## config.mk

```make
export PLATFORM = sky130hd
export DESIGN_NAME = issue_queue
export DESIGN_NICKNAME = d
export VERILOG_FILES = /design/src/hw/isa_pkg.sv /design/src/hw/core_pkg.sv /design/src/hw/issue_queue.sv
export VERILOG_INCLUDE_DIRS = /design/src /design/src/hw
export SDC_FILE = /design/constraint.sdc
export NUM_CORES = 2
export LEC_CHECK = 0
export BUFFER_PORTS_ARGS = -buffer_cell sky130_fd_sc_hd__buf_2
export CAP_MARGIN = 20
export CELL_PAD_IN_SITES_DETAIL_PLACEMENT = 0
export CELL_PAD_IN_SITES_GLOBAL_PLACEMENT = 1
export CORE_MARGIN = 1
export CORE_UTILIZATION = 47
export CTS_CLUSTER_SIZE = 28
export DETAILED_ROUTE_END_ITERATION = 8
export PLACE_DENSITY = 0.81
export SLEW_MARGIN = 20
export SYNTH_ARGS = -nofsm -noshare
export SYNTH_HDL_FRONTEND = slang
export SYNTH_SLANG_ARGS = --single-unit
```

## constraint.sdc

```tcl
create_clock -name clk -period 12.92 [get_ports clk]
set_clock_uncertainty 0.15 [all_clocks]
set_input_delay 0.646 -clock clk [delete_from_list [all_inputs] [get_ports clk]]
set_output_delay 0.646 -clock clk [all_outputs]
set_load 0.02 [all_outputs]
```

## src/hw/core_config.svh

```systemverilog
`ifndef CORE_CONFIG_SVH
`define CORE_CONFIG_SVH

// datapath
`define CORE_XLEN       32
`define CORE_NUM_ALU    3

// queue and register file sizes
`define CORE_IQ_DEPTH   8
`define CORE_PHYS_REGS  64  // sets tag width

// completion
`define CORE_WB_DEPTH   8

`endif

```

## src/hw/isa_pkg.sv

```systemverilog
`include "core_config.svh"

package isa_pkg;

    typedef logic [`CORE_XLEN-1:0] word_t;

    // integer alu functions
    typedef enum logic [3:0] {
        ADD  = 4'd0,
        SUB  = 4'd1,
        AND  = 4'd2,
        OR   = 4'd3,
        XOR  = 4'd4,
        SLL  = 4'd5,
        SRL  = 4'd6,
        SRA  = 4'd7,  // arithmetic, sign fill
        SLT  = 4'd8,
        SLTU = 4'd9
    } alu_op_e;

endpackage

```

## src/hw/core_pkg.sv

```systemverilog
`include "core_config.svh"

package core_pkg;

    // physical register tag
    typedef logic [$clog2(`CORE_PHYS_REGS)-1:0] phys_tag_t;

    // issue queue slot
    typedef logic [$clog2(`CORE_IQ_DEPTH)-1:0] iq_idx_t;

    typedef logic [`CORE_NUM_ALU-1:0] alu_mask_t;  // bit k is alu k

endpackage

```

## src/hw/issue_queue.sv

```systemverilog
`timescale 1ns/1ps
`include "core_config.svh"

module issue_queue (
    input  logic                clk,
    input  logic                rstn,
    input  logic                dispatch_valid,
    input  isa_pkg::alu_op_e    dispatch_op,
    input  isa_pkg::word_t      dispatch_pc,
    input  core_pkg::phys_tag_t src1_tag,
    input  core_pkg::phys_tag_t src2_tag,
    input  logic                src1_ready,
    input  logic                src2_ready,
    input  isa_pkg::word_t      src1_value,
    input  isa_pkg::word_t      src2_value,
    input  isa_pkg::word_t      imm,
    input  logic                use_imm,
    input  core_pkg::phys_tag_t dest_tag,
    input  core_pkg::alu_mask_t wake_valid,
    input  core_pkg::phys_tag_t wake_tag [`CORE_NUM_ALU],
    input  isa_pkg::word_t      wake_data [`CORE_NUM_ALU],
    input  logic                wb_room,
    output logic                iq_full,
    output core_pkg::alu_mask_t issue_valid,
    output isa_pkg::alu_op_e    issue_op [`CORE_NUM_ALU],
    output isa_pkg::word_t      issue_a [`CORE_NUM_ALU],
    output isa_pkg::word_t      issue_b [`CORE_NUM_ALU],
    output core_pkg::phys_tag_t issue_tag [`CORE_NUM_ALU],
    output isa_pkg::word_t      issue_pc [`CORE_NUM_ALU]
);
    import isa_pkg::*;
    import core_pkg::*;

    localparam int DEPTH = `CORE_IQ_DEPTH;
    localparam int NALU  = `CORE_NUM_ALU;

    logic [DEPTH-1:0] valid;
    alu_op_e          ent_op [DEPTH];
    word_t            ent_pc [DEPTH];
    phys_tag_t        ent_dst [DEPTH];
    phys_tag_t        ent_a_tag [DEPTH];
    phys_tag_t        ent_b_tag [DEPTH];
    logic [DEPTH-1:0] ent_a_rdy;
    logic [DEPTH-1:0] ent_b_rdy;
    word_t            ent_a_val [DEPTH];
    word_t            ent_b_val [DEPTH];

    // operand state after this cycle's broadcast
    logic [DEPTH-1:0] a_rdy;
    logic [DEPTH-1:0] b_rdy;
    word_t            a_val [DEPTH];
    word_t            b_val [DEPTH];

    logic             d_a_rdy;
    logic             d_b_rdy;
    word_t            d_a_val;
    word_t            d_b_val;
    logic             accept;
    iq_idx_t          free_idx;
    iq_idx_t          issue_slot [NALU];
    logic [DEPTH-1:0] issue_sel;
    logic             slot_clash;

    // look for a waiting tag on the result bus
    function automatic void snoop(input phys_tag_t tag, input logic rdy_in, input word_t val_in,
                                  output logic rdy, output word_t val);
        rdy = rdy_in;
        val = val_in;
        for (int k = 0; k < NALU; k++) begin
            if (!rdy_in && wake_valid[k] && wake_tag[k] == tag) begin
                rdy = 1'b1;
                val = wake_data[k];
            end
        end
    endfunction

    always_comb begin
        for (int i = 0; i < DEPTH; i++) begin
            snoop(ent_a_tag[i], ent_a_rdy[i], ent_a_val[i], a_rdy[i], a_val[i]);
            snoop(ent_b_tag[i], ent_b_rdy[i], ent_b_val[i], b_rdy[i], b_val[i]);
        end
    end

    // immediate replaces operand b
    always_comb begin
        snoop(src1_tag, src1_ready, src1_value, d_a_rdy, d_a_val);
        snoop(src2_tag, src2_ready | use_imm, use_imm ? imm : src2_value, d_b_rdy, d_b_val);
    end

    assign iq_full = &valid;
    assign accept  = dispatch_valid && !iq_full;

    always_comb begin
        free_idx = '0;
        for (int i = DEPTH - 1; i >= 0; i--) begin
            if (!valid[i]) free_idx = iq_idx_t'(i);  // lowest free wins
        end
    end

    // k-th ready entry goes to alu k
    always_comb begin
        int n;
        n           = 0;
        issue_valid = '0;
        issue_sel   = '0;
        for (int k = 0; k < NALU; k++) issue_slot[k] = '0;
        for (int i = 0; i < DEPTH; i++) begin
            if (wb_room && valid[i] && a_rdy[i] && b_rdy[i] && n < NALU) begin
                issue_valid[n] = 1'b1;
                issue_slot[n]  = iq_idx_t'(i);
                issue_sel[i]   = 1'b1;
                n++;
            end
        end
    end

    always_comb begin
        for (int k = 0; k < NALU; k++) begin
            issue_op[k]  = ent_op[issue_slot[k]];
            issue_a[k]   = a_val[issue_slot[k]];
            issue_b[k]   = b_val[issue_slot[k]];
            issue_tag[k] = ent_dst[issue_slot[k]];
            issue_pc[k]  = ent_pc[issue_slot[k]];
        end
    end

    // two granted alus reading one entry
    always_comb begin
        slot_clash = 1'b0;
        for (int j = 0; j < NALU; j++) begin
            for (int k = j + 1; k < NALU; k++) begin
                if (issue_valid[j] && issue_valid[k] && issue_slot[j] == issue_slot[k])
                    slot_clash = 1'b1;
            end
        end
    end

    always_ff @(posedge clk or negedge rstn) begin
        if (!rstn) begin
            valid <= '0;
        end else begin
            valid <= (valid & ~issue_sel) | (DEPTH'(accept) << free_idx);
        end
    end

    always_ff @(posedge clk) begin
        for (int i = 0; i < DEPTH; i++) begin
            ent_a_rdy[i] <= a_rdy[i];
            ent_a_val[i] <= a_val[i];
            ent_b_rdy[i] <= b_rdy[i];
            ent_b_val[i] <= b_val[i];
        end
        if (accept) begin
            ent_op[free_idx]    <= dispatch_op;
            ent_pc[free_idx]    <= dispatch_pc;
            ent_dst[free_idx]   <= dest_tag;
            ent_a_tag[free_idx] <= src1_tag;
            ent_b_tag[free_idx] <= src2_tag;
            ent_a_rdy[free_idx] <= d_a_rdy;
            ent_a_val[free_idx] <= d_a_val;
            ent_b_rdy[free_idx] <= d_b_rdy;
            ent_b_val[free_idx] <= d_b_val;
        end
    end

    a_no_dispatch_full: assert property (@(posedge clk) disable iff (!rstn)
        dispatch_valid |-> !iq_full)
        else $error("dispatch while issue queue full");

    a_unique_slot: assert property (@(posedge clk) disable iff (!rstn)
        !slot_clash)
        else $error("two alus share one queue slot");

endmodule

```

==> flow_summary_export.csv <==
group,metric,value,unit
power_and_ir_drop,p_per_area,275,mW/mm2
sta,hold_ws,78.4,ps
detailed_routing,antenna_left,0,
layout,syn_to_final_growth,11.1,%
clocking,clockRootBuffer,"clkbuf_16",
power_and_ir_drop,internal_power,10900,uW
clocking,cts.sinks,968,
worst_setup_path,crit_top_cell,"ha_1",
worst_hold_path,worstHoldStart,"src1_tag[1]",
worst_setup_path,path_delay_family,"simple AND/OR/NAND/NOR gates",
sta,period_needed,12310,ps
floorplanning,die_x,395,um
grt,antenna_found_initial,47,
worst_setup_path,crit_path_max_incr_delay,620,ps
worst_hold_path,hp-class,"input port to flip-flop",
sta,timing.setup.tns,0,ps
worst_setup_path,cp_num_buf_inv,9,
clocking,cts_tree,"done",
floorplanning,rows,143,
clocking,htree_num_levels,3,
grt,grt_pass1_vias,68700,
grt,grt_max_degree,103,
worst_setup_path,worstPathRequired,12120,ps
logic_synthesis,ys.flop_type,"dfxtp_1",
power_and_ir_drop,ir_worst_vdd,0.000225,V
layout,fill_cells,14100,
sta,hold_violations,0,
grt,globalRouteOverflowTotal,0,
sta,worstMarginPinSlew,1190,ps
sta,maxSlewHeadroom,19.6,%
logic_synthesis,syn-cell-area,0.0725,mm2
worst_setup_path,crit_type,"input port to output port",
worst_setup_path,startpoint,"wake_tag[9]",
logic_synthesis,async_flop_share,0.826,%
flow_run,drv_cap,0,
power_and_ir_drop,swShare,50.6,%
sta,rsz0062_at_grt,"no",
run_status,status,"complete, no violations",
layout,nNetsFinal,8728,
placement,hpwl,203000,um
logic_synthesis,ys_ff_latch,968,
logic_synthesis,ys_types,84,
worst_setup_path,worstSetupStartpointType,"input port",
floorplanning,die_y,395,um
detailed_routing,first_pass_iters,9,
placement,gp_congestion,0.947,
worst_setup_path,crit_arrival,11510,ps
layout,final_cell_mix,"mux2i_1, a21oi_1, nor2_1",
layout,layout_commonest_cell,"mux2i_1",
sta,layout_setup_ws,614,ps
placement,pre_cts_slack,1030,ps
detailed_routing,drt_iter0_drc,9807,
floorplanning,fp.dieArea,0.156,mm2
sta,finalMaxSlewViolations,0,
logic_synthesis,synth_edf_count,432,
logic_synthesis,syn_nets,8743,
clocking,clock_path_buffers,3,
clocking,clock_latency,830,ps
detailed_routing,vias,73000,
sta,setup_viol,0,
logic_synthesis,synth-seq-area-share,32.8,%
detailed_routing,vias_per_cell,6.90,
layout,layout-drive-gt1-share,15.4,%
grt,grt_pass1_wl,481000,um
detailed_routing,routedWlPerCell,32.2,um
grt,track_usage,41.6,%
worst_setup_path,endpoint_kind,"output port",
sta,fin_crit_sh,95.2,%
clocking,clk_pin_slew,70,ps
clocking,cts_made_buffers,116,
floorplanning,start_util,47.5,%
sta,fmax,81.3,MHz
worst_setup_path,crit_slowest_cell,"or3_1",
detailed_routing,drc_errors,0,
placement,numPortBuffers,595,
power_and_ir_drop,comb_power_share,63.4,%
floorplanning,ioPinCount,596,
logic_synthesis,syn_inst,8447,
power_and_ir_drop,p_sw,11200,uW
clocking,cts_setup_buffers,0,
power_and_ir_drop,p_leak,0.0307,uW
logic_synthesis,synth_warnings,0,
power_and_ir_drop,p_seq_share,20.6,%
floorplanning,core_area,0.152,mm2
detailed_routing,wl,341000,um
logic_synthesis,synth.avg_cell_area,8.58,um2
worst_setup_path,critPathMaxFanout,37,
power_and_ir_drop,p_clk_share,16.0,%
worst_setup_path,r2r-start,"ent_b_tag[0][4]$_DFFE_PP_",
-- worst paths after layout --
path | cells after the start | slack [ps] | end
max | 42 | 610 | issue_pc[10]
min | 1 | 80 | ent_a_tag[5][1]$_DFFE_PP_
min reg2reg | 2 | 400 | valid[7]$_DFF_PN0_
max reg2reg | 37 | 4560 | valid[7]$_DFF_PN0_
min in group asynchronous | 2 | 160 | valid[5]$_DFF_PN0_
max in group asynchronous | 2 | 12260 | valid[1]$_DFF_PN0_
-- power by group through the flow --
| stage | clock network (uW) | registers [uW] | logic (uW) |
|---|---|---|---|
| 6_report | 3540 | 4540 | 14000 |
| 4_1_cts | 3530 | 4530 | 13600 |
| 3_3_place_gp | 0 | 4560 | 13400 |
| 2_1_floorplan | 0 | 4490 | 9100 |
| 3_5_place_dp | 0 | 4600 | 13500 |
| 5_1_grt | 3640 | 4620 | 14600 |
-- layer usage --
layer / part of all wire [%] / global-route usage, %
met3: 13 / 11.7
met5: 0.085 / 0
met2: 42 / 62.6
met1: 36 / 50.7
met4: 8.7 / 30.7
-- worst reg2reg max path: cells and delay by family, from the launching register on --
| kind | cells | cell delay [ps] |
|---|---|---|
| AO/OA/AOI/OAI | 5 | 1030 |
| XOR/XNOR | 1 | 180 |
| adder cells (fa/ha/maj) | 5 | 1090 |
| buffers and inverters | 5 | 590 |
| flip-flops | 1 | 450 |
| AND/OR/NAND/NOR | 21 | 4800 |
-- what timing repair did --
| action | CTS | global route |
|---|---|---|
| hold buffers | 43 | 0 |
| endpoints found under the hold margin | 344 | 0 |
| resized for setup | 0 | 0 |
-- registers in the layout, summed over array words and instances, names as in the netlist --
register / count
ent_a_val: 256
ent_b_val: 256
ent_dst: 48
ent_pc: 256
ent_b_tag: 48
ent_b_rdy: 8
ent_a_tag: 48
ent_op: 32
ent_a_rdy: 8
valid: 8
-- final cells by class --
type                    instances  area (um2)  share of cell area (%)
diodes                         23        57.6                  0.0715
clock buffers                 153        3160                    3.93
clock inverters                59         847                    1.05
inverters                      30         133                   0.165
multi-input cells            6487       44800                    55.7
flip-flops and latches        968       23700                    29.5
well taps                    2030        2540                    3.16
repair buffers                829        5180                    6.43
-- per-stage QoR --
stage,power (uW),cells,instance area (um2),util (%)
2_1_floorplan,13600,8447,72500,-
3_3_place_gp,17900,10300,76000,49.8
3_5_place_dp,18100,10300,76000,49.8
4_1_cts,21600,10600,80400,52.8
5_1_grt,22900,10600,80500,52.8
6_report,22100,10600,80500,52.8
-- kinds of logic after synthesis --
kind of cell             share of synthesized area (%)
AO/OA/AOI/OAI                                     20.3
XOR/XNOR                                          3.92
adder cells (fa/ha/maj)                          0.390
buffers and inverters                             6.07
flip-flops                                        32.8
multiplexers                                      22.9
AND/OR/NAND/NOR                                   13.6
-- synthesized netlist by cell type (all sizes together), types with 7 or more instances --
master  instances  share of area [%]
nor4           79               0.74
a21oi         992                6.9
nand4          47               0.41
clkbuf        568                2.9
edfxtp        432                 18
a221o          26               0.36
mux2i        1478                 20
nand2b         12               0.10
xnor2         176                2.1
and2            7              0.060
dfxtp         528                 15
o21ai          59               0.42
o22ai         167                1.4
dfrtp           8               0.28
a32o           42               0.58
a221oi         85                1.7
nand3         136               0.96
nor3b          12               0.12
a32oi          33               0.40
inv            29               0.15
nor3           34               0.30
a211oi        522                5.4
or3            75               0.65
mux2          158                2.5
nor2          955                5.0
xor2          148                1.8
a311oi         32               0.39
ha             21               0.36
nand3b         10               0.10
buf           394                3.0
nand2         863                4.5
nor2b          18               0.16
and3           45               0.39
o211ai         18               0.19
o221ai        107                1.3
a22oi          78               0.81
nor4b           9               0.13
a21o            8              0.083
Power figures use the tool's default switching activity.
